$ cat config.mk
export PLATFORM = sky130hd
export DESIGN_NAME = imem_apb
export DESIGN_NICKNAME = d
export VERILOG_FILES = /design/src/rtl/fetch_pkg.sv /design/src/rtl/imem_apb.sv
export VERILOG_INCLUDE_DIRS = /design/src /design/src/rtl
export SDC_FILE = /design/constraint.sdc
export NUM_CORES = 2
export LEC_CHECK = 0
export BUFFER_PORTS_ARGS = -buffer_cell sky130_fd_sc_hd__clkbuf_2
export CAP_MARGIN = 20
export CORE_ASPECT_RATIO = 1.25
export CORE_MARGIN = 2
export CORE_UTILIZATION = 64
export CTS_CLUSTER_SIZE = 28
export DETAILED_ROUTE_END_ITERATION = 8
export MAX_ROUTING_LAYER = met4
export PLACE_DENSITY_LB_ADDON = 0.2
export SKIP_CTS_REPAIR_TIMING = 1
export SKIP_LAST_GASP = 1
export SYNTH_ARGS = -nofsm -noshare
export SYNTH_HDL_FRONTEND = slang
export SYNTH_SLANG_ARGS = --single-unit
export TNS_END_PERCENT = 30
$ cat constraint.sdc
create_clock -name clk -period 4.7 [get_ports clk]
set_input_delay 0.94 -clock clk [delete_from_list [all_inputs] [get_ports clk]]
set_output_delay 0.94 -clock clk [all_outputs]
set_load 0.05 [all_outputs]
$ cat src/rtl/fetch_consts.svh
/*
 * Sizing constants for the fetch front end.
 * IMEM_WORDS, BP_ENTRIES and FQ_DEPTH must be powers of two.
 * The memory must be smaller than the byte address space.
 */
`ifndef FETCH_CONSTS_SVH
`define FETCH_CONSTS_SVH

// Datapath widths
`define FETCH_ADDR_W 16 // Byte address / PC bits
`define FETCH_INST_W 16 // One instruction word

// Storage depths
`define IMEM_WORDS   256 // Indexed by pc[8:1]
`define BP_ENTRIES   16  // Indexed by pc[4:1]
`define FQ_DEPTH     4   // Fetch queue slots

`endif

$ cat src/rtl/fetch_pkg.sv
/*
 * Shared types of the fetch front end.
 * Widths come from fetch_consts.svh.
 */
`include "fetch_consts.svh"

package fetch_pkg;

  typedef logic [`FETCH_ADDR_W-1:0] addr_t; // PC or byte address
  typedef logic [`FETCH_INST_W-1:0] inst_t; // Instruction word
  typedef logic [1:0]               ctr_t;  // 2-bit saturating counter, msb = taken

  // Table index types, derived from the depths
  typedef logic [$clog2(`IMEM_WORDS)-1:0] imem_idx_t;
  typedef logic [$clog2(`BP_ENTRIES)-1:0] bp_idx_t;
  typedef logic [$clog2(`FQ_DEPTH)-1:0]   fq_ptr_t;
  typedef logic [$clog2(`FQ_DEPTH+1)-1:0] fq_cnt_t; // Holds 0..FQ_DEPTH

  // APB read wait state
  typedef enum logic {
    apb_idle,
    apb_wait
  } apb_state_t;

  // One fetch queue slot
  typedef struct packed {
    addr_t pc;
    inst_t inst;
    ctr_t  ctr;
    addr_t target;
  } fq_entry_t;

endpackage

$ cat src/rtl/imem_apb.sv
/*
 * Instruction memory, loaded and read back over APB.
 * Writes finish in the first access cycle, reads add one wait state.
 * Out of range accesses flag pslverr and writes to them are dropped.
 */
`include "fetch_consts.svh"

module imem_apb (
  input  logic             clk,
  input  logic             rst,
  input  logic             psel,
  input  logic             penable,
  input  logic             pwrite,
  input  fetch_pkg::addr_t paddr,
  input  fetch_pkg::inst_t pwdata,
  output fetch_pkg::inst_t prdata,
  output logic             pready,
  output logic             pslverr,
  input  fetch_pkg::addr_t fetch_pc,
  output fetch_pkg::inst_t fetch_inst
);

  localparam int IDX_W = $bits(fetch_pkg::imem_idx_t);

  fetch_pkg::inst_t      mem [`IMEM_WORDS]; // Word array
  fetch_pkg::apb_state_t state;
  fetch_pkg::imem_idx_t  apb_idx;
  logic                  access;            // APB access phase
  logic                  bad_addr;          // Past end of memory

  assign access   = psel & penable;
  assign apb_idx  = paddr[IDX_W:1]; // Word aligned, bit 0 ignored
  assign bad_addr = |paddr[`FETCH_ADDR_W-1:IDX_W+1];

  //////////////////////
  // APB handshake
  always_ff @(posedge clk) begin
    if (rst) begin
      state <= fetch_pkg::apb_idle;
    end else begin
      case (state)
        fetch_pkg::apb_idle: if (access && !pwrite) state <= fetch_pkg::apb_wait;
        default:             state <= fetch_pkg::apb_idle; // Data returned
      endcase
    end
  end

  assign pready  = access & (pwrite | (state == fetch_pkg::apb_wait));
  assign pslverr = pready & bad_addr;

  //////////////////////
  // Storage
  always_ff @(posedge clk) begin
    if (access && pwrite && !bad_addr) mem[apb_idx] <= pwdata;
    // Read data latched in the first access cycle
    if (access && !pwrite && state == fetch_pkg::apb_idle)
      prdata <= bad_addr ? '0 : mem[apb_idx];
  end

  assign fetch_inst = mem[fetch_pc[IDX_W:1]]; // Combinational fetch port

endmodule

==> results.tsv <==
stage	metric	value	unit
floorplan	Die ar.	302000	um2
cts	CTS Buffer Depth	4	
pwr	Pleak	0.0702	uW
synthesis	Synth Cell Area	190000	um2
route	drt wl/cell	49.8	um
placed_design	Port Buffers	77	
grt	met2 GRT Util	68.3	%
grt	initial antenna violation count	66	
cells_and_area	Post-Layout Inst Area	220000	um2
synthesis	Post-synth EDFFs	4112	
floorplan	core box area	295000	um2
synthesis	Async S/R FF share, synth	0	%
synthesis	Distinct cells, synth	70	
timing	setup TNS	-3820	ps
synthesis	flops & latches, synth	4113	
timing	slew margin rel.	19.6	%
floorplan	Die Width	492	um
pwr	VDD IR max	0.000474	V
route	drt pass-1 iters	9	
critical_path	startpoint types	input pin	
timing	Setup violations, final	16	
cts	clk sinks	4113	
critical_path	CP arrival	4070	ps
floorplan	Ports	87	
timing	RSZ-0062 raised after global routing	true	
timing	Period minus WS final	5010	ps
grt	first-pass GRT wire length	934000	um
grt	vias in the first global route	112000	
cts	Inserted Clock Buffers	394	
placed_design	DPL Wire Length	455000	um
route	drt drc	0	
grt	met1 Resource Use GR	58.3	%
status	status	complete, but fails checks	
route	DR iter-0 viols	21900	
grt	Most Crowded Layer GR	met2	
synthesis	Post-synth top flop	edfxtp_1	
critical_path	crit path kind	input pin to output pin	
floorplan	Placement Rows	223	
cells_and_area	share of layout cells above drive strength 1	47.4	%
route	WL final	696000	um
timing	Final WS setup	-312	ps
status	violated checks	setup timing	
grt	GR Overflow Total	0	
cells_and_area	Layout Area Growth over Synthesis	15.6	%
grt	grt met3 use	15.9	%
placed_design	Post-DP Area	205000	um2
timing	Fin. Hold Viols	0	
flow_run	MaxCap Viol Count	0	
placed_design	Routability Congestion	1.08	
min_path	Hold WC Path Type	input pin to register	
cts	maximum level of the CTS H-tree	5	
critical_path	slowest cell on the critical path	nor2_1	
critical_path	CP cell instances	buf_12, buf_12, buf_12, buf_4, mux4_2, mux4_2, mux2i_1, buf_4, a22o_4, nor2_1, o211a_4, buf_2	
route	via count	114000	
cts	CTS tree	yes	
grt	Tot GR Track Use	47.7	%
route	vias per cell	8.15	
critical_path	CP dominant cell by count	buf_12	
floorplan	initial core utilization	64.4	%
timing	Worst-Margin Slew	1210	ps
critical_path	worst path required time	3760	ps
synthesis	net count after synthesis	8591	
cells_and_area	nets	9706	
critical_path	biggest cell delay along the critical path	520	ps
synthesis	Seq/Total Area, Yosys	64.9	%
critical_path	CP max FO	23	
timing	fmax	200	MHz
floorplan	DIE HEIGHT	613	um
synthesis	Syn Inst Count	8538	
cts	Clk Latency, worst-skew pair	980	ps
timing	fin crit share	107	%
synthesis	Syn. warnings	0	
synthesis	Avg Synthesized Cell Area	22.3	um2
grt	largest net degree at the start of global routing	141	
timing	Pins Over Slew Limit	0	
pwr	Pwr Density	367	nW/um2
timing	clock skew	58.2	ps
cts	clk slew on worst S/H paths	60	ps
route	antenna-violating nets left	0	
cts	Clock Root Buffer	clkbuf_16	
critical_path	Worst setup EP type	output pin	
==> cell usage after synthesis (all sizes together), types with 9 or more instances <==
cell / n / area (um2)
edfxtp: 4112 / 123000
mux4: 2402 / 54100
buf: 407 / 2730
nor2: 306 / 1150
clkbuf: 288 / 1090
mux2i: 284 / 2840
nand2: 126 / 473
a22oi: 90 / 676
nand3: 60 / 300
o22ai: 57 / 357
a21oi: 55 / 275
a22o: 48 / 420
a221oi: 47 / 412
o21ai: 46 / 230
o211a: 16 / 160
nor3: 15 / 75.1
nor4: 15 / 93.8
a31oi: 12 / 75.1
a211oi: 11 / 82.6
nand4: 11 / 68.8
a32oi: 10 / 87.6
nor2b: 9 / 56.3
==> worst paths after layout <==
path	start	endpoint	slack, ps	cells past startpoint
setup / recovery	fetch_pc[2]	fetch_inst[2]	-310	12
setup reg to reg	mem[150][12]	prdata[12]	1100	7
hold / removal	rst	state	180	2
hold reg to reg	state	state	480	1
==> critical path: cells and delay by family <==
kind | cells | cell delay, ps
and+or+nand+nor | 1 | 520
AOI/OAI and AO/OA | 2 | 600
buffers and inverters | 6 | 1360
muxes | 3 | 550
==> cell families (layout without fill, tap and decap cells) <==
group	count (synthesis)	count (layout)	synth area share [%]
AO/OA/AOI/OAI	435	435	1.66
flip-flops	4113	4113	64.9
other	0	67	0
AND/OR/NAND/NOR	597	597	1.39
multiplexers	2691	2691	30.0
buffers and inverters	702	2134	2.02
==> per-layer routing <==
metal / share of wire (%) / vias up
met5: 0 / -
met4: 9.0 / 0
met3: 16 / 2393
met2: 45 / 11500
met1: 30 / 59500
li1: - / 40500
==> state kept, by name (all words and copies together) (netlist names) <==
signal	count
prdata	16
state	1
mem	4096
==> placed cells by master (no fill, tap or decap), types with 9 or more instances in the layout <==
master and n:
mux2i_1 278, nand2_1 109, a32oi_1 10, clkinv_1 78, a31oi_1 10, a22oi_1 90, clkbuf_1 73, a21oi_1 55
o211a_4 16, buf_4 1057, buf_6 26, o21ai_0 39, nand2_2 17, a22o_1 43, nor2_1 36, diode_2 67
nand4_1 11, clkinv_2 71, nor3_1 13, edfxtp_1 4112, buf_16 26, clkinv_4 9, nand3_1 60, o22ai_1 57
clkinvlp_4 22, bufinv_16 47, clkbuf_8 10, nor2_2 267, clkbuf_2 33, clkbuf_16 421, a211oi_1 11, nor4_1 13
buf_12 223, mux4_2 2399, buf_8 10, a221oi_1 39
==> stage by stage <==
| stage | utilization, % | cells | setup WS (ps) | hold slack [ps] | power [uW] |
|---|---|---|---|---|---|
| 6_report | 74.4 | 14000 | -312 | 175 | 80700 |
| 5_1_grt | 74.4 | 14000 | -244 | 167 | 81800 |
| 4_1_cts | 73.8 | 13800 | -635 | 143 | 80000 |
| 3_5_place_dp | 69.4 | 13100 | -623 | 471 | 48500 |
| 3_3_place_gp | 69.4 | 13100 | -611 | 453 | 48400 |
| 2_1_floorplan | - | 8538 | 316 | 421 | 44900 |
==> cell type report <==
type,count,area [um2]
diodes,67,168
clock buffers,472,10300
clock inverters,241,2530
fillers,15900,75700
inverters,7,33.8
multi-input cells,3723,63900
flip-flops and latches,4113,123000
well taps,3937,4930
repair buffers,1414,14500
==> where the power goes <==
part | total [uW] | internal, uW | switching [uW]
sequential | 40300 | 40300 | 1.25
combinational | 7940 | 3220 | 4720
clock | 32400 | 18200 | 14200
total | 80700 | 61700 | 19000
(Power assumes the default switching activity.)
