File: src/rtl/fetch_consts.svh
/*
 * Sizing constants for the fetch front end.
 * IMEM_WORDS, BP_ENTRIES and FQ_DEPTH must be powers of two.
 * The memory must be smaller than the byte address space.
 */
`ifndef FETCH_CONSTS_SVH
`define FETCH_CONSTS_SVH

// Datapath widths
`define FETCH_ADDR_W 16 // Byte address / PC bits
`define FETCH_INST_W 16 // One instruction word

// Storage depths
`define IMEM_WORDS   256 // Indexed by pc[8:1]
`define BP_ENTRIES   16  // Indexed by pc[4:1]
`define FQ_DEPTH     4   // Fetch queue slots

`endif

File: src/rtl/fetch_pkg.sv
/*
 * Shared types of the fetch front end.
 * Widths come from fetch_consts.svh.
 */
`include "fetch_consts.svh"

package fetch_pkg;

  typedef logic [`FETCH_ADDR_W-1:0] addr_t; // PC or byte address
  typedef logic [`FETCH_INST_W-1:0] inst_t; // Instruction word
  typedef logic [1:0]               ctr_t;  // 2-bit saturating counter, msb = taken

  // Table index types, derived from the depths
  typedef logic [$clog2(`IMEM_WORDS)-1:0] imem_idx_t;
  typedef logic [$clog2(`BP_ENTRIES)-1:0] bp_idx_t;
  typedef logic [$clog2(`FQ_DEPTH)-1:0]   fq_ptr_t;
  typedef logic [$clog2(`FQ_DEPTH+1)-1:0] fq_cnt_t; // Holds 0..FQ_DEPTH

  // APB read wait state
  typedef enum logic {
    apb_idle,
    apb_wait
  } apb_state_t;

  // One fetch queue slot
  typedef struct packed {
    addr_t pc;
    inst_t inst;
    ctr_t  ctr;
    addr_t target;
  } fq_entry_t;

endpackage

File: src/rtl/fetch_if.sv
/*
 * Links inside the fetch front end.
 * fetch_q_if is valid/ready; bp_lookup_if is answered in the same cycle.
 */

// PC stage to fetch queue
interface fetch_q_if;
  logic             valid;  // Entry offered
  logic             ready;  // Queue not full
  fetch_pkg::addr_t pc;
  fetch_pkg::inst_t inst;
  fetch_pkg::ctr_t  ctr;    // Counter seen at lookup
  fetch_pkg::addr_t target; // Predicted target

  modport source (output valid, pc, inst, ctr, target, input ready);
  modport sink   (input valid, pc, inst, ctr, target, output ready);
endinterface

// PC stage to branch predictor
interface bp_lookup_if;
  fetch_pkg::addr_t lookup_pc;
  logic             taken;  // Counter msb and valid BTB entry
  fetch_pkg::ctr_t  ctr;
  fetch_pkg::addr_t target;

  modport fetch     (output lookup_pc, input taken, ctr, target);
  modport predictor (input lookup_pc, output taken, ctr, target);
endinterface

File: src/rtl/fetch_pc.sv
/*
 * PC register and next PC select: redirect, predicted target, PC+2.
 * One entry per cycle while run is high; back-pressure holds the PC.
 */

module fetch_pc (
  input  logic             clk,
  input  logic             rst,
  input  logic             run,          // Fetch allowed
  input  logic             redirect,     // From back end
  input  fetch_pkg::addr_t redirect_pc,
  output fetch_pkg::addr_t imem_addr,
  input  fetch_pkg::inst_t imem_inst,
  bp_lookup_if.fetch       bp,
  fetch_q_if.source        fq
);

  fetch_pkg::addr_t pc;
  fetch_pkg::addr_t pc_seq;  // Fall through
  fetch_pkg::addr_t pc_next;
  logic             push;    // Entry accepted this edge

  //////////////////////
  // Current PC out
  assign imem_addr    = pc;
  assign bp.lookup_pc = pc;

  // Entry for the queue, all read at the current PC
  assign fq.valid  = run & ~redirect; // Nothing pushed on a redirect edge
  assign fq.pc     = pc;
  assign fq.inst   = imem_inst;
  assign fq.ctr    = bp.ctr;
  assign fq.target = bp.target;

  assign push = fq.valid & fq.ready;

  //////////////////////
  // Next PC
  assign pc_seq = pc + fetch_pkg::addr_t'(2);

  always_comb begin
    if (redirect)
      pc_next = redirect_pc;
    else if (bp.taken)
      pc_next = bp.target;
    else
      pc_next = pc_seq;
  end

  always_ff @(posedge clk) begin
    if (rst)
      pc <= '0;
    else if (redirect || push) // Otherwise hold, stalled or idle
      pc <= pc_next;
  end

endmodule

File: src/flat_wrapper.sv
// flat-port wrapper written by rule: the top's interface ports become plain ports
module fetch_pc_flat 
  (clk, rst, run, redirect, redirect_pc, imem_addr, imem_inst, bp_lookup_pc, bp_taken, bp_ctr, bp_target, fq_valid, fq_pc, fq_inst, fq_ctr, fq_target, fq_ready);
  bp_lookup_if bp_i ();
  fetch_q_if fq_i ();
  input  logic clk;
  input  logic rst;
  input  logic run;
  input  logic redirect;
  input  fetch_pkg::addr_t redirect_pc;
  output fetch_pkg::addr_t imem_addr;
  input  fetch_pkg::inst_t imem_inst;
  output wire logic [$bits(bp_i.lookup_pc)-1:0] bp_lookup_pc;
  input wire logic [$bits(bp_i.taken)-1:0] bp_taken;
  input wire logic [$bits(bp_i.ctr)-1:0] bp_ctr;
  input wire logic [$bits(bp_i.target)-1:0] bp_target;
  output wire logic [$bits(fq_i.valid)-1:0] fq_valid;
  output wire logic [$bits(fq_i.pc)-1:0] fq_pc;
  output wire logic [$bits(fq_i.inst)-1:0] fq_inst;
  output wire logic [$bits(fq_i.ctr)-1:0] fq_ctr;
  output wire logic [$bits(fq_i.target)-1:0] fq_target;
  input wire logic [$bits(fq_i.ready)-1:0] fq_ready;
  assign bp_lookup_pc = bp_i.lookup_pc;
  assign bp_i.taken = bp_taken;
  assign bp_i.ctr = bp_ctr;
  assign bp_i.target = bp_target;
  assign fq_valid = fq_i.valid;
  assign fq_pc = fq_i.pc;
  assign fq_inst = fq_i.inst;
  assign fq_ctr = fq_i.ctr;
  assign fq_target = fq_i.target;
  assign fq_i.ready = fq_ready;
  fetch_pc u_core (.clk(clk), .rst(rst), .run(run), .redirect(redirect), .redirect_pc(redirect_pc), .imem_addr(imem_addr), .imem_inst(imem_inst), .bp(bp_i), .fq(fq_i));
endmodule
File: config.mk
export PLATFORM = sky130hd
export DESIGN_NAME = fetch_pc_flat
export DESIGN_NICKNAME = d
export VERILOG_FILES = /design/src/rtl/fetch_pkg.sv /design/src/rtl/fetch_if.sv /design/src/rtl/fetch_pc.sv /design/src/flat_wrapper.sv
export VERILOG_INCLUDE_DIRS = /design/src /design/src/rtl
export SDC_FILE = /design/constraint.sdc
export NUM_CORES = 1
export LEC_CHECK = 0
export ABC_CLOCK_PERIOD_IN_PS = 2800
export BUFFER_PORTS_ARGS = -buffer_cell sky130_fd_sc_hd__buf_2
export CAP_MARGIN = 20
export CORE_MARGIN = 1
export CORE_UTILIZATION = 42
export CTS_CLUSTER_DIAMETER = 120
export CTS_CLUSTER_SIZE = 25
export DETAILED_ROUTE_END_ITERATION = 16
export HOLD_SLACK_MARGIN = 0.02
export PLACE_DENSITY = 0.86
export RECOVER_POWER = 25
export SYNTH_ARGS = -nofsm -noshare
export SYNTH_HDL_FRONTEND = slang
export SYNTH_SLANG_ARGS = --single-unit
export TNS_END_PERCENT = 50
File: constraint.sdc
create_clock -name clk -period 2.8 [get_ports clk]
set_clock_uncertainty 0.05 [all_clocks]
set_input_delay 0.56 -clock clk [delete_from_list [all_inputs] [get_ports clk]]
set_output_delay 0.56 -clock clk [all_outputs]
set_load 0.1 [all_outputs]
==> results.sh <==
export IMPL_outcome="finished, final reports clean"
export IMPL_yosysSeqAreaShare_pct=18.9
export IMPL_fillers=400
export IMPL_die_area_mm2=0.00429
export IMPL_grt_start_max_net_pins=25
export IMPL_grt_first_pass_wirelength_um=6580
export IMPL_cts_tree="built"
export IMPL_rsz0062_at_grt="no"
export IMPL_synth_edf_count=0
export IMPL_drive_above_1_share_pct=43.0
export IMPL_areaGrowthSynthToFinish_pct=3.03
export IMPL_grt_pass1_vias=1434
export IMPL_cts_root_buf="clkbuf_8"
export IMPL_path_class="input pin to flop"
export IMPL_ir_worst_vdd_mv=0.240
export IMPL_min_period_ns=2.12
export IMPL_setup_viol=0
export IMPL_start_kind="input pin"
export IMPL_start_util_pct=44.9
export IMPL_postCtsSetupBuffers=0
export IMPL_clkTransAtPathRegs_ns=0.07
export IMPL_dieHeight_um=65.5
export IMPL_maxSlewHeadroom_pct=23.3
export IMPL_hold_start="redirect_pc[0]"
export IMPL_hp_class="input pin to flop"
export IMPL_cp_arrival_ns=2.20
export IMPL_async_flop_share_pct=0
export IMPL_antenna_cells=0
export IMPL_synth_warnings=0
export IMPL_ys_flop_type="dfxtp_1"
export IMPL_drtAntennaViolNets=0
export IMPL_grt_use_total_pct=19.5
export IMPL_synth_fp_nets=283
export IMPL_die_w_um=65.5
export IMPL_post_route_period_util_pct=75.8
export IMPL_vias=1703
export IMPL_finalHoldViolations=0
export IMPL_largest_register_ffs=16
export IMPL_holdBufCountCts=0
export IMPL_synth_cells=226
export IMPL_io_buffers=102
export IMPL_antenna_found_initial=0
export IMPL_layout_nets=309
export IMPL_wl_per_cell_um=14.3
export IMPL_fmax_ghz=0.471
export IMPL_yosys_area_top_type_share_pct=30.2
export IMPL_h_tree_depth=1
export IMPL_crit_required_ns=2.88
export IMPL_cts_sinks=16
export IMPL_drv_cap=0
export IMPL_ctsResizeCount=0
export IMPL_worst_pin_slew_ns=1.16
export IMPL_synthTopCellsByArea="buf_4 (30%), dfxtp_1 (19%), nand4_1 (4.8%), a21oi_1 (4.4%), buf_2 (3.0%)"
export IMPL_dp_hpwl_um=3300
export IMPL_core_area_mm2=0.00377
export IMPL_yosysMostFrequentCell="buf_4"
export IMPL_synth_commonest_cells="buf_4 (68), dfxtp_1 (16), a21oi_1 (15)"
export IMPL_num_io_pins=139
export IMPL_clk_latency_ns=0.25
export IMPL_slew_violations=0
export IMPL_drtIter0Drc=89
export IMPL_wl_um=4280
export IMPL_cts_max_path_buffers=2
export IMPL_p_leak_nw=0.851
export IMPL_overflow=0
export IMPL_dr_pass1_iters=4
export IMPL_netlist_area_mm2=0.00169
export IMPL_placementRows=22
export IMPL_crit_fanout=17
export IMPL_synth_top_area_cell="buf_4"
export IMPL_remaining_drc_errors=0
export IMPL_ys_seq_elements=16
export IMPL_fin_setup_tns_ns=0
export IMPL_power_density_mw_per_mm2=653
export IMPL_gp_congestion=0.863
export IMPL_timing_rr_start="u_core.bp.lookup_pc[2]"
export IMPL_p_total_mw=1.14
export IMPL_crit_start="bp_taken"
export IMPL_yosys_cell_types_count=42
export IMPL_worstSetupEndpointType="flop"
export IMPL_cts_inserted_buffers=3
export IMPL_synth_area_per_cell_um2=7.49
export IMPL_via_per_inst=5.70
## layout make-up
type | count | area (um^2) | share of cell area, %
clock buffers | 4 | 55.1 | 3.16
inverters | 4 | 15.0 | 0.861
multi-input cells | 125 | 785 | 45.0
flip-flops and latches | 16 | 320 | 18.4
well taps | 48 | 60.1 | 3.45
repair buffers | 102 | 508 | 29.1
## worst max-delay path, stage by stage
cell and delay, ns:
clkbuf_1 0.54, or2_0 0.59, nor2_1 0.08, a222oi_1 0.32, o31ai_1 0.09
## power by group
part / internal, mW / switching (mW) / total [mW]
clock: 0.125 / 0.0882 / 0.213
combinational: 0.0968 / 0.550 / 0.647
sequential: 0.245 / 0.0330 / 0.278
total: 0.466 / 0.671 / 1.14
## cell families (layout without fill, tap and decap cells)
logic type	count (synthesis)	count (layout)	share of synthesized area [%]
fa+ha+maj	1	1	0.740
mux	3	3	1.85
flops	16	16	18.9
compound gates	60	60	24.3
simple gates	61	61	19.5
buf+inv	85	110	34.7
## through the flow
stage	area [um^2]	utilization [%]	cells	hold WS [ns]	setup WS [ns]
6_report	1740	46.2	299	0.503	0.678
5_1_grt	1740	46.2	299	0.518	0.552
4_1_cts	1750	46.3	299	0.505	0.727
3_5_place_dp	1690	44.8	295	0.521	0.726
3_3_place_gp	1690	44.8	295	0.503	0.753
2_1_floorplan	1690	-	226	0.654	0.0856
## path summary, 6_finish.rpt
check / to / slack, ns / depth (start not counted)
worst min-delay path: u_core.bp.lookup_pc[0] / 0.50 / 3
worst max-delay path: u_core.bp.lookup_pc[6] / 0.68 / 5
worst min register to register: u_core.bp.lookup_pc[12] / 0.53 / 2
worst max register to register: u_core.bp.lookup_pc[7] / 0.90 / 5
## routing by layer
layer / global-route usage, % / share of wire, % / vias up
met5: 0 / 0 / -
met4: 8.15 / 2.2 / 0
met3: 2.60 / 6.7 / 14
met2: 32.9 / 49 / 88
met1: 24.8 / 42 / 792
li1: - / - / 809
## cells in the final DEF (no fill, tap or decap), types with 2 or more instances in the layout
master,count
nand2b_1,2
a31oi_1,5
o221ai_1,2
a211oi_1,4
a22o_1,3
nor2_1,11
nor2b_1,4
clkbuf_1,2
a22oi_1,3
and2_1,3
inv_1,3
dfxtp_1,16
buf_2,100
and4_1,4
mux2i_1,2
nand4_1,13
nor3_1,5
o21ai_0,2
o211ai_1,3
a21o_1,2
o21ai_1,8
nand2_1,8
clkbuf_8,4
a21oi_1,15
o31ai_1,3
nand3_1,7
(Power assumes the default switching activity.)
