$ cat src/rtl/fetch_consts.svh
/*
 * Sizing constants for the fetch front end.
 * IMEM_WORDS, BP_ENTRIES and FQ_DEPTH must be powers of two.
 * The memory must be smaller than the byte address space.
 */
`ifndef FETCH_CONSTS_SVH
`define FETCH_CONSTS_SVH

// Datapath widths
`define FETCH_ADDR_W 16 // Byte address / PC bits
`define FETCH_INST_W 16 // One instruction word

// Storage depths
`define IMEM_WORDS   256 // Indexed by pc[8:1]
`define BP_ENTRIES   16  // Indexed by pc[4:1]
`define FQ_DEPTH     4   // Fetch queue slots

`endif

$ cat src/rtl/fetch_pkg.sv
/*
 * Shared types of the fetch front end.
 * Widths come from fetch_consts.svh.
 */
`include "fetch_consts.svh"

package fetch_pkg;

  typedef logic [`FETCH_ADDR_W-1:0] addr_t; // PC or byte address
  typedef logic [`FETCH_INST_W-1:0] inst_t; // Instruction word
  typedef logic [1:0]               ctr_t;  // 2-bit saturating counter, msb = taken

  // Table index types, derived from the depths
  typedef logic [$clog2(`IMEM_WORDS)-1:0] imem_idx_t;
  typedef logic [$clog2(`BP_ENTRIES)-1:0] bp_idx_t;
  typedef logic [$clog2(`FQ_DEPTH)-1:0]   fq_ptr_t;
  typedef logic [$clog2(`FQ_DEPTH+1)-1:0] fq_cnt_t; // Holds 0..FQ_DEPTH

  // APB read wait state
  typedef enum logic {
    apb_idle,
    apb_wait
  } apb_state_t;

  // One fetch queue slot
  typedef struct packed {
    addr_t pc;
    inst_t inst;
    ctr_t  ctr;
    addr_t target;
  } fq_entry_t;

endpackage

$ cat src/rtl/fetch_if.sv
/*
 * Links inside the fetch front end.
 * fetch_q_if is valid/ready; bp_lookup_if is answered in the same cycle.
 */

// PC stage to fetch queue
interface fetch_q_if;
  logic             valid;  // Entry offered
  logic             ready;  // Queue not full
  fetch_pkg::addr_t pc;
  fetch_pkg::inst_t inst;
  fetch_pkg::ctr_t  ctr;    // Counter seen at lookup
  fetch_pkg::addr_t target; // Predicted target

  modport source (output valid, pc, inst, ctr, target, input ready);
  modport sink   (input valid, pc, inst, ctr, target, output ready);
endinterface


$ cat src/rtl/fetch_queue.sv
/*
 * Circular FIFO of fetch entries, FQ_DEPTH a power of two.
 * Push and pop may share a cycle. Flush empties it and drops any push.
 * Head is visible on out_* while out_valid is high.
 */
`include "fetch_consts.svh"

module fetch_queue (
  input  logic             clk,
  input  logic             rst,
  input  logic             flush,     // Redirect
  fetch_q_if.sink          fq,
  output logic             out_valid,
  input  logic             out_ready,
  output fetch_pkg::addr_t out_pc,
  output fetch_pkg::inst_t out_inst,
  output fetch_pkg::ctr_t  out_ctr,
  output fetch_pkg::addr_t out_target
);

  fetch_pkg::fq_entry_t slots [`FQ_DEPTH];
  fetch_pkg::fq_ptr_t   wptr;
  fetch_pkg::fq_ptr_t   rptr;
  fetch_pkg::fq_cnt_t   count;
  logic                 push;
  logic                 pop;

  assign fq.ready  = (count != fetch_pkg::fq_cnt_t'(`FQ_DEPTH)); // Not full
  assign out_valid = (count != '0);

  assign push = fq.valid & fq.ready;
  assign pop  = out_valid & out_ready;

  //////////////////////
  // Pointers and count
  always_ff @(posedge clk) begin
    if (rst || flush) begin
      wptr  <= '0;
      rptr  <= '0;
      count <= '0;
    end else begin
      if (push) wptr <= wptr + 1'b1; // Wraps at depth
      if (pop)  rptr <= rptr + 1'b1;
      case ({push, pop})
        2'b10:   count <= count + 1'b1;
        2'b01:   count <= count - 1'b1;
        default: count <= count;     // Both or neither
      endcase
    end
  end

  // Slot payload
  always_ff @(posedge clk) begin
    if (push && !flush)
      slots[wptr] <= '{pc: fq.pc, inst: fq.inst, ctr: fq.ctr, target: fq.target};
  end

  //////////////////////
  // Head
  assign out_pc     = slots[rptr].pc;
  assign out_inst   = slots[rptr].inst;
  assign out_ctr    = slots[rptr].ctr;
  assign out_target = slots[rptr].target;

endmodule

$ cat src/flat_wrapper.sv
// flat-port wrapper written by rule: the top's interface ports become plain ports
module fetch_queue_flat 
  (clk, rst, flush, out_valid, out_ready, out_pc, out_inst, out_ctr, out_target, fq_valid, fq_pc, fq_inst, fq_ctr, fq_target, fq_ready);
  fetch_q_if fq_i ();
  input  logic clk;
  input  logic rst;
  input  logic flush;
  output logic out_valid;
  input  logic out_ready;
  output fetch_pkg::addr_t out_pc;
  output fetch_pkg::inst_t out_inst;
  output fetch_pkg::ctr_t out_ctr;
  output fetch_pkg::addr_t out_target;
  input wire logic [$bits(fq_i.valid)-1:0] fq_valid;
  input wire logic [$bits(fq_i.pc)-1:0] fq_pc;
  input wire logic [$bits(fq_i.inst)-1:0] fq_inst;
  input wire logic [$bits(fq_i.ctr)-1:0] fq_ctr;
  input wire logic [$bits(fq_i.target)-1:0] fq_target;
  output wire logic [$bits(fq_i.ready)-1:0] fq_ready;
  assign fq_i.valid = fq_valid;
  assign fq_i.pc = fq_pc;
  assign fq_i.inst = fq_inst;
  assign fq_i.ctr = fq_ctr;
  assign fq_i.target = fq_target;
  assign fq_ready = fq_i.ready;
  fetch_queue u_core (.clk(clk), .rst(rst), .flush(flush), .fq(fq_i), .out_valid(out_valid), .out_ready(out_ready), .out_pc(out_pc), .out_inst(out_inst), .out_ctr(out_ctr), .out_target(out_target));
endmodule
$ cat config.mk
export PLATFORM = sky130hd
export DESIGN_NAME = fetch_queue_flat
export DESIGN_NICKNAME = d
export VERILOG_FILES = /design/src/rtl/fetch_pkg.sv /design/src/rtl/fetch_if.sv /design/src/rtl/fetch_queue.sv /design/src/flat_wrapper.sv
export VERILOG_INCLUDE_DIRS = /design/src /design/src/rtl
export SDC_FILE = /design/constraint.sdc
export NUM_CORES = 1
export LEC_CHECK = 0
export ABC_CLOCK_PERIOD_IN_PS = 6600
export BUFFER_PORTS_ARGS = -buffer_cell sky130_fd_sc_hd__buf_2
export CORE_UTILIZATION = 41
export CTS_BUF_LIST = sky130_fd_sc_hd__clkbuf_8 sky130_fd_sc_hd__clkbuf_16
export CTS_CLUSTER_DIAMETER = 30
export DETAILED_ROUTE_END_ITERATION = 6
export GPL_TIMING_DRIVEN = 0
export PLACE_DENSITY = 0.57
export SLEW_MARGIN = 20
export SYNTH_ARGS = -nofsm -noshare
export SYNTH_HDL_FRONTEND = slang
export SYNTH_SLANG_ARGS = --single-unit
$ cat constraint.sdc
create_clock -name clk -period 6.6 [get_ports clk]
set_input_delay 0 -clock clk [delete_from_list [all_inputs] [get_ports clk]]
set_output_delay 0 -clock clk [all_outputs]
set_load 0.005 [all_outputs]
==> run_results.csv <==
group,metric,value,unit
cells_and_area,finish.cell_count_without_fillers,810,
worst_hold_path,holdPathEnd,"u_core.wptr[0]",
cts,insertion_delay,0.51,ns
setup_path,worstReg2RegStart,"u_core.count[0]",
cells_and_area,num-nets-final,609,
place,port_buffers,106,
cells_and_area,sequential_cell_area,6190,um^2
routing,routedWlPerCell,18.7,um
setup_path,timing.reg2reg.setup_slack,3.90,ns
cells_and_area,multi_input_area,1410,um^2
logic_synthesis,synth.yosys.seq_area_share,79.9,%
cts,clk_pin_slew_worst_paths,0.05,ns
cts,cts-hold-fix-buffers,53,
routing,postRouteAntennaNets,0,
sta,maxSlewHeadroom,53.3,%
place,dp_hpwl,9.90,mm
global_route,first_pass_grt_wire_length,23.5,mm
power_and_ir_drop,peakVddDrop,0.296,mV
power_and_ir_drop,internal-power,3.10,mW
run,drv_cap,0,
floorplanning,floorplan.io_pins,107,
cts,post_cts_buffers,0,
sta,min_period,2.70,ns
logic_synthesis,number_of_standard_cells_after_synthesis,315,
power_and_ir_drop,power_density,352,nW/um^2
logic_synthesis,ys_seq_elements,209,
cts,cts-root-buf,"clkbuf_16",
worst_hold_path,timing.hold.worst.start,"rst",
setup_path,cp.arrival,2.92,ns
floorplanning,core.rowCount,49,
sta,hold_violations,0,
cts,cts_buffer_depth,3,
place,dpl_cell_area,8850,um^2
place,post-place-ws,3.81,ns
sta,finalWorstSetupSlack,3.90,ns
setup_path,critical_register_to_register_path_endpoint,"u_core.slots[2][39]",
sta,totalNegativeSetupSlack,0,ns
place,gpl.final_weighted_congestion,0.716,
place,dp_cells,681,
cells_and_area,post_route_cells_drive_above_1_share,47.3,%
cells_and_area,n_diodes,0,
cts,cts_buffer_count,41,
routing,num_vias,3967,
cts,cts.htree.levels,2,
logic_synthesis,synth-warning-count,0,
sta,final.hold.worst_slack,0.101,ns
floorplanning,fp.coreArea,18200,um^2
power_and_ir_drop,power_frac_comb,3.6,%
cts,ctsResizeCount,0,
worst_hold_path,min_path_cells,4,
sta,timing.final.setup_violations,0,
sta,timing_max_transition_violations_final,0,
global_route,grt_antenna_before_repair,0,
logic_synthesis,avgSynthCellArea,24.6,um^2
power_and_ir_drop,netSwitchingFraction,19.1,%
setup_path,worstPathRequired,6.81,ns
logic_synthesis,syn-num-nets,376,
global_route,grt_use_total,16.3,%
power_and_ir_drop,power_frac_clock,57.6,%
run_status,status,"finished clean",
sta,timing.final.crit_share,41.0,%
routing,vias_per_cell,4.90,
sta,fin_worst_skew,0.0154,ns
floorplanning,width_of_the_die,139,um
cts,clock_tree_from_tritoncts,"built",
global_route,pin_count_of_the_biggest_net_entering_global_routing,12,
setup_path,worstSetupStartpointType,"flip-flop",
setup_path,timing_worst_setup_path_type,"flip-flop to flip-flop",
global_route,via_count_of_the_first_global_routing_pass,4356,
setup_path,max_fanout_on_critical_path,8,
worst_hold_path,holdCritPathClass,"input pin to flip-flop",
sta,worst_pin_slew,0.698,ns
logic_synthesis,yosysUniqueCellTypes,23,
floorplanning,initial_core_utilization,42.5,%
cells_and_area,final_area,10900,um^2
floorplanning,height_of_the_die,139,um
setup_path,reg2regPathDepth,9,
routing,firstDrtPassIters,4,
cells_and_area,fillers,1321,
cells_and_area,synth_to_layout_area_growth,40.5,%
routing,detail_route.iter0.violations,165,
power_and_ir_drop,power.sequential.fraction,38.8,%
power_and_ir_drop,power_switching,0.731,mW
floorplanning,die_area,19400,um^2
routing,drc,0,
sta,rsz0062_at_grt,"false",
power_and_ir_drop,leakage,3.88,nW
global_route,grt_remaining_overflow,0,
sta,fmax,370,MHz
logic_synthesis,synth.cell_area,7740,um^2
cts,clock-sinks,209,
setup_path,critPathCaptureType,"flip-flop",
routing,route.final.wire_length,15.1,mm
layout by cell type (no fill, tap or decap), drive strengths merged:
cell type	count
edfxtp	200
buf	149
dlygate4sd3	53
mux4	50
clkbuf	44
inv	16
dfxtp	9
bufinv	9
clkinv	9
nor2	6
clkinvlp	6
ha	5
nor3b	5
a21oi	4
o21ai	3
xor2	3
or3	2
nand3	2
o31a	1
nand2	1
or2	1
xnor2	1
o311ai	1
fa	1
kinds of logic after synthesis:
family	synth area share, %
DFF	79.9
muxes	14.5
buffers and inverters	2.20
and+or+nand+nor	1.20
AOI/OAI and AO/OA	0.679
adders and majority gates	1.07
xor gates and xnor gates	0.452
worst max-delay path by stage:
| stage | start | to | slack (ns) |
|---|---|---|---|
| 2_1_floorplan | u_core.count[2] | u_core.slots[0][0] | 1.65 |
| 3_3_place_gp | u_core.count[0] | u_core.slots[1][6] | -1.84 |
| 3_5_place_dp | u_core.count[0] | u_core.slots[2][12] | 3.81 |
| 4_1_cts | u_core.count[0] | u_core.slots[2][39] | 3.81 |
| 5_1_grt | u_core.count[0] | u_core.slots[2][12] | 3.64 |
| 6_report | u_core.count[0] | u_core.slots[2][39] | 3.90 |
synth_stat cells (all sizes together):
cell / count / area (um^2)
o21ai: 3 / 15.0
nand2: 1 / 3.75
dfxtp: 9 / 180
a21oi: 4 / 20.0
o311ai: 1 / 8.76
nand3: 2 / 10.0
buf: 12 / 140
xor2: 3 / 26.3
edfxtp: 200 / 6010
ha: 5 / 62.6
mux4: 50 / 1130
or2: 1 / 6.26
inv: 7 / 26.3
o31a: 1 / 8.76
nor3b: 5 / 37.5
nor2: 6 / 22.5
xnor2: 1 / 8.76
or3: 2 / 12.5
fa: 1 / 20.0
clkbuf: 1 / 3.75
metrics by stage:
stage / utilization (%) / power (mW)
5_1_grt: 59.8 / 3.95
6_report: 59.8 / 3.83
4_1_cts: 59.8 / 3.87
2_1_floorplan: - / 1.56
3_3_place_gp: 47.0 / 1.62
3_5_place_dp: 48.6 / 1.63
cell type report:
| cell class | instances | area share [%] |
|---|---|---|
| Buffer | 13 | 1.32 |
| Clock inverter | 33 | 3.92 |
| Clock buffer | 43 | 9.89 |
| Sequential cell | 209 | 56.8 |
| Tap cell | 229 | 2.63 |
| Timing Repair Buffer | 190 | 12.2 |
| Inverter | 7 | 0.241 |
| Multi-Input combinational cell | 86 | 12.9 |
registers in the layout, summed over array words and instances, names as in the netlist, named ones only:
register      count
u_core.count      3
u_core.wptr       2
u_core.rptr       2
u_core.slots    200
critical path, cell delays in order, from the launching register on:
cell and delay, ns:
dfxtp_1 0.42, nor3b_1 0.11, inv_1 0.12, nand2_1 0.18, nor3b_2 0.65, buf_6 0.25, buf_6 0.16, buf_4 0.19
buf_6 0.16, buf_4 0.18
power groups by stage:
stage,clock (mW),combinational (mW),sequential (mW)
floorplan,0,0.0507,1.51
detailed placement,0,0.116,1.51
global route,2.31,0.151,1.49
global placement,0,0.103,1.51
finish,2.20,0.139,1.49
CTS,2.24,0.142,1.49
routing by layer:
| layer | up-vias | share of wire [%] | global-route usage, % |
|---|---|---|---|
| li1 | 1815 | - | - |
| met4 | 0 | 2.1 | 6.32 |
| met2 | 111 | 50 | 26.8 |
| met3 | 28 | 5.5 | 4.37 |
| met5 | - | 0 | 0 |
| met1 | 2013 | 43 | 20.6 |
Power figures use the tool's default switching activity.
