[config.mk]
export PLATFORM = sky130hd
export DESIGN_NAME = branch_predictor_flat
export DESIGN_NICKNAME = d
export VERILOG_FILES = /design/src/rtl/fetch_pkg.sv /design/src/rtl/fetch_if.sv /design/src/rtl/branch_predictor.sv /design/src/flat_wrapper.sv
export VERILOG_INCLUDE_DIRS = /design/src /design/src/rtl
export SDC_FILE = /design/constraint.sdc
export NUM_CORES = 1
export LEC_CHECK = 0
export ABC_AREA = 1
export ABC_CLOCK_PERIOD_IN_PS = 2970
export BUFFER_PORTS_ARGS = -buffer_cell sky130_fd_sc_hd__buf_4
export CELL_PAD_IN_SITES_DETAIL_PLACEMENT = 0
export CELL_PAD_IN_SITES_GLOBAL_PLACEMENT = 1
export CORE_MARGIN = 2
export CORE_UTILIZATION = 30
export DETAILED_ROUTE_END_ITERATION = 8
export PLACE_DENSITY_LB_ADDON = 0.1
export SLEW_MARGIN = 15
export SYNTH_ARGS = -nofsm -noshare
export SYNTH_HDL_FRONTEND = slang
export SYNTH_SLANG_ARGS = --single-unit
export TNS_END_PERCENT = 20
[constraint.sdc]
create_clock -name clk -period 2.97 [get_ports clk]
set_clock_uncertainty 0.15 [all_clocks]
set_input_delay 0 -clock clk [delete_from_list [all_inputs] [get_ports clk]]
set_output_delay 0 -clock clk [all_outputs]
set_load 0.03 [all_outputs]
[src/rtl/fetch_consts.svh]
/*
 * Sizing constants for the fetch front end.
 * IMEM_WORDS, BP_ENTRIES and FQ_DEPTH must be powers of two.
 * The memory must be smaller than the byte address space.
 */
`ifndef FETCH_CONSTS_SVH
`define FETCH_CONSTS_SVH

// Datapath widths
`define FETCH_ADDR_W 16 // Byte address / PC bits
`define FETCH_INST_W 16 // One instruction word

// Storage depths
`define IMEM_WORDS   256 // Indexed by pc[8:1]
`define BP_ENTRIES   16  // Indexed by pc[4:1]
`define FQ_DEPTH     4   // Fetch queue slots

`endif

[src/rtl/fetch_pkg.sv]
/*
 * Shared types of the fetch front end.
 * Widths come from fetch_consts.svh.
 */
`include "fetch_consts.svh"

package fetch_pkg;

  typedef logic [`FETCH_ADDR_W-1:0] addr_t; // PC or byte address
  typedef logic [`FETCH_INST_W-1:0] inst_t; // Instruction word
  typedef logic [1:0]               ctr_t;  // 2-bit saturating counter, msb = taken

  // Table index types, derived from the depths
  typedef logic [$clog2(`IMEM_WORDS)-1:0] imem_idx_t;
  typedef logic [$clog2(`BP_ENTRIES)-1:0] bp_idx_t;
  typedef logic [$clog2(`FQ_DEPTH)-1:0]   fq_ptr_t;
  typedef logic [$clog2(`FQ_DEPTH+1)-1:0] fq_cnt_t; // Holds 0..FQ_DEPTH

  // APB read wait state
  typedef enum logic {
    apb_idle,
    apb_wait
  } apb_state_t;

  // One fetch queue slot
  typedef struct packed {
    addr_t pc;
    inst_t inst;
    ctr_t  ctr;
    addr_t target;
  } fq_entry_t;

endpackage

[src/rtl/fetch_if.sv]
/*
 * Links inside the fetch front end.
 * fetch_q_if is valid/ready; bp_lookup_if is answered in the same cycle.
 */


// PC stage to branch predictor
interface bp_lookup_if;
  fetch_pkg::addr_t lookup_pc;
  logic             taken;  // Counter msb and valid BTB entry
  fetch_pkg::ctr_t  ctr;
  fetch_pkg::addr_t target;

  modport fetch     (output lookup_pc, input taken, ctr, target);
  modport predictor (input lookup_pc, output taken, ctr, target);
endinterface

[src/rtl/branch_predictor.sv]
/*
 * 2-bit counter table plus direct mapped BTB, same index from pc[4:1].
 * Lookup is combinational; an update is seen one cycle later.
 * No tags, so aliasing PCs share an entry.
 */
`include "fetch_consts.svh"

module branch_predictor (
  input  logic                clk,
  input  logic                rst,
  bp_lookup_if.predictor      lookup,
  input  logic                res_valid,  // Resolution strobe
  input  fetch_pkg::addr_t    res_pc,
  input  logic                res_taken,
  input  fetch_pkg::addr_t    res_target,
  input  fetch_pkg::ctr_t     res_ctr     // Counter that travelled with the entry
);

  localparam int IDX_W = $bits(fetch_pkg::bp_idx_t);

  fetch_pkg::ctr_t        ctr_tbl [`BP_ENTRIES];
  fetch_pkg::addr_t       tgt_tbl [`BP_ENTRIES]; // BTB targets
  logic [`BP_ENTRIES-1:0] tgt_vld;                // BTB valid bits
  fetch_pkg::bp_idx_t     lk_idx;
  fetch_pkg::bp_idx_t     res_idx;
  fetch_pkg::ctr_t        ctr_next;               // Stepped counter

  assign lk_idx  = lookup.lookup_pc[IDX_W:1];
  assign res_idx = res_pc[IDX_W:1];

  //////////////////////
  // Lookup
  assign lookup.ctr    = ctr_tbl[lk_idx];
  assign lookup.target = tgt_tbl[lk_idx];
  assign lookup.taken  = ctr_tbl[lk_idx][1] & tgt_vld[lk_idx]; // Need a target to jump

  //////////////////////
  // Update
  // Step toward the outcome, saturate at 00 and 11
  always_comb begin
    if (res_taken)
      ctr_next = (res_ctr == 2'b11) ? res_ctr : res_ctr + 2'b01;
    else
      ctr_next = (res_ctr == 2'b00) ? res_ctr : res_ctr - 2'b01;
  end

  always_ff @(posedge clk) begin
    if (rst) begin
      for (int i = 0; i < `BP_ENTRIES; i++) begin
        ctr_tbl[i] <= 2'b01; // Weakly not taken
      end
      tgt_vld <= '0;
    end else if (res_valid) begin
      ctr_tbl[res_idx] <= ctr_next;
      if (res_taken) tgt_vld[res_idx] <= 1'b1;
    end
  end

  // Target payload, qualified by tgt_vld
  always_ff @(posedge clk) begin
    if (res_valid && res_taken) tgt_tbl[res_idx] <= res_target;
  end

endmodule

[src/flat_wrapper.sv]
// flat-port wrapper written by rule: the top's interface ports become plain ports
module branch_predictor_flat 
  (clk, rst, res_valid, res_pc, res_taken, res_target, res_ctr, lookup_lookup_pc, lookup_taken, lookup_ctr, lookup_target);
  bp_lookup_if lookup_i ();
  input  logic clk;
  input  logic rst;
  input  logic res_valid;
  input  fetch_pkg::addr_t res_pc;
  input  logic res_taken;
  input  fetch_pkg::addr_t res_target;
  input  fetch_pkg::ctr_t res_ctr;
  input wire logic [$bits(lookup_i.lookup_pc)-1:0] lookup_lookup_pc;
  output wire logic [$bits(lookup_i.taken)-1:0] lookup_taken;
  output wire logic [$bits(lookup_i.ctr)-1:0] lookup_ctr;
  output wire logic [$bits(lookup_i.target)-1:0] lookup_target;
  assign lookup_i.lookup_pc = lookup_lookup_pc;
  assign lookup_taken = lookup_i.taken;
  assign lookup_ctr = lookup_i.ctr;
  assign lookup_target = lookup_i.target;
  branch_predictor u_core (.clk(clk), .rst(rst), .lookup(lookup_i), .res_valid(res_valid), .res_pc(res_pc), .res_taken(res_taken), .res_target(res_target), .res_ctr(res_ctr));
endmodule
==> tab_implementation.tex <==
\begin{tabular}{lr}
\hline
Metric & Value \\
\hline
\multicolumn{2}{l}{\textbf{Placement}} \\
\quad Final weighted congestion in routability-driven placement & between 0.7 and 0.8 \\
\quad Post-placement cell count & 1624 \\
\quad Buffers on Ports & 48 \\
\quad Total placed instance area & 0.01360 sq mm \\
\quad HPWL after detailed placement & around 18 mm \\
\multicolumn{2}{l}{\textbf{Route}} \\
\quad Final WL & roughly 35 mm \\
\quad Drt wl/cell & approximately 21 microns \\
\quad Detailed-router iteration count before antenna repair & 5 \\
\quad Post-route DRC & 0 \\
\quad Number of nets with antenna violations after detailed routing & 0 \\
\quad Number of DRC violations after detailed-routing iteration 0 & 440 \\
\quad Via count normalized by instance count & between 4 and 5 \\
\quad Total via count in the routed design & a little over 8k \\
\multicolumn{2}{l}{\textbf{Worst setup path}} \\
\quad Data required time at the worst endpoint & just over 3000 ps \\
\quad RR Startpoint & u\_core.tgt\_vld[15] \\
\quad Critical path fanouts, max & 16 \\
\quad Critical register-to-register path endpoint & u\_core.tgt\_vld[15] \\
\quad Setup CP Type & primary input to flip-flop \\
\quad Setup slack on the worst flop-to-flop path & around 1700 ps \\
\quad Setup crit start kind & primary input \\
\quad Worst reg-to-reg path cell count & 3 \\
\quad Arrival time at the worst endpoint & roughly 2900 ps \\
\quad Launch point of the critical path & res\_ctr[1] \\
\quad Worst setup EP type & flip-flop \\
\quad Crit path capture & u\_core.ctr\_tbl[2][0] \\
\multicolumn{2}{l}{\textbf{Global route}} \\
\quad Global route hottest layer & met2 \\
\quad Met3 Usage GRT & 0.02294 \\
\quad Global-route wire length before repair & 52.54 mm \\
\quad Via count of the first global-routing pass & $\sim$8.0k \\
\quad Met1 usage & 0.2319 \\
\quad Maximum number of pins on one net before global-route repair & 80 \\
\quad GRT Resource Usage Total & 0.1655 \\
\quad Gr ovfl total & 0 \\
\quad Initial antenna violation count & 0 \\
\quad Met2 track demand over resource & 0.2740 \\
\multicolumn{2}{l}{\textbf{Hold path}} \\
\quad Kind of path behind the tightest hold check & primary input to flip-flop \\
\multicolumn{2}{l}{\textbf{Die}} \\
\quad Standard-cell rows & 74 \\
\quad Die extent in x & roughly 210 microns \\
\quad Starting Density & 0.3057 \\
\quad I/O Pins & between 70 and 80 \\
\quad Die outline area & $\sim$0.043 sq mm \\
\quad Die boundary height & between 200 and 250 microns \\
\quad Core Footprint & 0.04102 sq mm \\
\multicolumn{2}{l}{\textbf{STA}} \\
\quad Worst Tran Pin Value & approximately 670 ps \\
\quad Fmax & 0.3633 GHz \\
\quad Max\_slew headroom & 0.5515 \\
\quad Ratio of final minimum period to clock period & 0.9269 \\
\quad Final setup vio count & 0 \\
\quad Setup TNS & 0 ps \\
\quad Final count of pins violating max slew & 0 \\
\quad Final Critical Period & 2753 ps \\
\quad Unrepaired setup endpoints after global routing & no \\
\quad Final Hold Vio Count & 0 \\
\multicolumn{2}{l}{\textbf{Logic synthesis}} \\
\quad Biggest area consumer among synthesized cells & edfxtp\_1 \\
\quad Post-synthesis sequential area ratio & 0.7153 \\
\quad Share of Yosys cell area claimed by the top area cell type & 0.6898 \\
\quad Post-synthesis instance area & 0.01254 sq mm \\
\quad Cells after Synth & 1077 \\
\quad Mapped Avg Cell Area & around 12 sq um \\
\quad Number of storage elements in the synthesis netlist & $\sim$300 \\
\quad Number of distinct library cells after synthesis & 19 \\
\quad Total nets after synthesis & 1131 \\
\quad Main area contributors after synthesis & edfxtp\_1, nor2\_1, o21ai\_0 \\
\quad Synth warnings & 0 \\
\multicolumn{2}{l}{\textbf{CTS}} \\
\quad TritonCTS sink count & approximately 300 \\
\quad Clock slew at the register clock pins of the worst setup and hold paths & 60 ps \\
\quad Number of buffers created by CTS & 36 \\
\quad Post-CTS Setup Bufs & 0 \\
\quad Clock tree from TritonCTS & yes \\
\quad Number of buffers between clock root and the deepest sink & 3 \\
\quad H-tree depth reported by CTS & 2 \\
\quad Number of instances resized during post-cts repair & 0 \\
\quad Root Buffer Master & clkbuf\_16 \\
\quad Insertion delay to the later sink of the worst-skew pair & around 510 ps \\
\multicolumn{2}{l}{\textbf{Cells and area}} \\
\quad Post-layout nets & around 1.2k \\
\quad Number of filler cells placed in the layout & just over 4k \\
\quad Most frequent cells in the layout & edfxtp\_1, nor2\_1, nand2\_1 \\
\quad Total inserted antenna cells & 0 \\
\quad Cell Count, Final, Fillers Out & $\sim$1.7k \\
\quad Area of all placed cells without fillers & approximately 0.015 sq mm \\
\quad Most common cell after layout, fill and taps aside & edfxtp\_1 \\
\quad Syn-to-layout area delta & 20.32\% \\
\quad Fraction of final layout cells sized beyond drive strength 1 & 0.1232 \\
\multicolumn{2}{l}{\textbf{Run status}} \\
\quad Outcome & completed \\
\multicolumn{2}{l}{\textbf{Pwr}} \\
\quad Pwr Density & 645.7 mW/mm\^{}2 \\
\quad Maximum vdd drop & 350.2 uV \\
\quad PnR Total Power & 9.740 mW \\
\quad Reported leakage power & $\sim$5.2 nW \\
\multicolumn{2}{l}{\textbf{Flow run}} \\
\quad Max cap viols & 0 \\
\hline
\end{tabular}
sequential cells by signal (all words and copies together), names as in the netlist:
name            flops
u_core.tgt_tbl    256
u_core.ctr_tbl     32
u_core.tgt_vld     16
critical path: stages:
cell	delay (ps)
dlygate4sd3_1	540
buf_4	140
nand2_1	40
dlygate4sd3_1	540
inv_1	50
a21oi_1	100
dlygate4sd3_1	560
buf_4	250
nand2_1	80
dlygate4sd3_1	560
power by group:
group | switching (mW) | internal (mW)
registers | 0.0153 | 4.76
logic | 0.481 | 0.226
clock network | 1.69 | 2.57
total | 2.19 | 7.55
routing by layer:
| metal | share of wire | vias up |
|---|---|---|
| li1 | - | 3966 |
| met1 | 0.48 | 4057 |
| met2 | 0.47 | 145 |
| met3 | 0.034 | 36 |
| met4 | 0.013 | 0 |
| met5 | 0 | - |
Yosys cell counts, drive strengths merged:
| cell type | n |
|---|---|
| nand2 | 112 |
| o21ai | 138 |
| o21a | 15 |
| buf | 31 |
| clkbuf | 36 |
| inv | 82 |
| o211ai | 68 |
| clkinv | 1 |
| nor2 | 201 |
| edfxtp | 288 |
| dfxtp | 16 |
| or2 | 1 |
| nand3 | 56 |
| a21oi | 32 |
cells by family after synthesis:
group | Yosys count | synth area share
AND/OR/NAND/NOR | 370 | 0.1166
flip-flops | 304 | 0.7153
AO/OA/AOI/OAI | 253 | 0.1176
buffers and inverters | 150 | 0.05059
worst min-delay path by stage:
stage                        start                    end  slack (ps)  depth (start not counted)
floorplan                      rst     u_core.tgt_vld[15]         -80                          1
global placement               rst     u_core.tgt_vld[15]          20                          2
detailed placement             rst     u_core.tgt_vld[15]          20                          2
CTS                      res_valid   u_core.ctr_tbl[9][0]         150                          4
global route        res_target[14]  u_core.tgt_tbl[1][14]         180                          2
finish                   res_valid   u_core.ctr_tbl[9][0]         170                          4
per-stage QoR:
stage          setup WS [ps]    util  hold WS (ps)
2_1_floorplan           1334       -        -77.62
3_3_place_gp           951.3  0.3316         18.27
3_5_place_dp           929.7  0.3316         22.75
4_1_cts                293.5  0.3678         153.5
5_1_grt                44.48  0.3678         181.2
6_report               217.2  0.3678         168.9
what timing repair did:
item                       4_1_cts  5_1_grt
hold endpoints to repair       338        0
setup endpoints to repair        0        0
hold buffers                    35        0
cell type report:
cell class	count	area (sq um)	area share
repair buffers	117	1028	0.06818
multi-input cells	623	2975	0.1972
well taps	532	665.6	0.04412
flip-flops and latches	304	8969	0.5945
clock buffers	51	978.4	0.06486
inverters	83	314.1	0.02082
clock inverters	15	155.1	0.01028
Note: power is estimated with default switching activity, not from simulation.
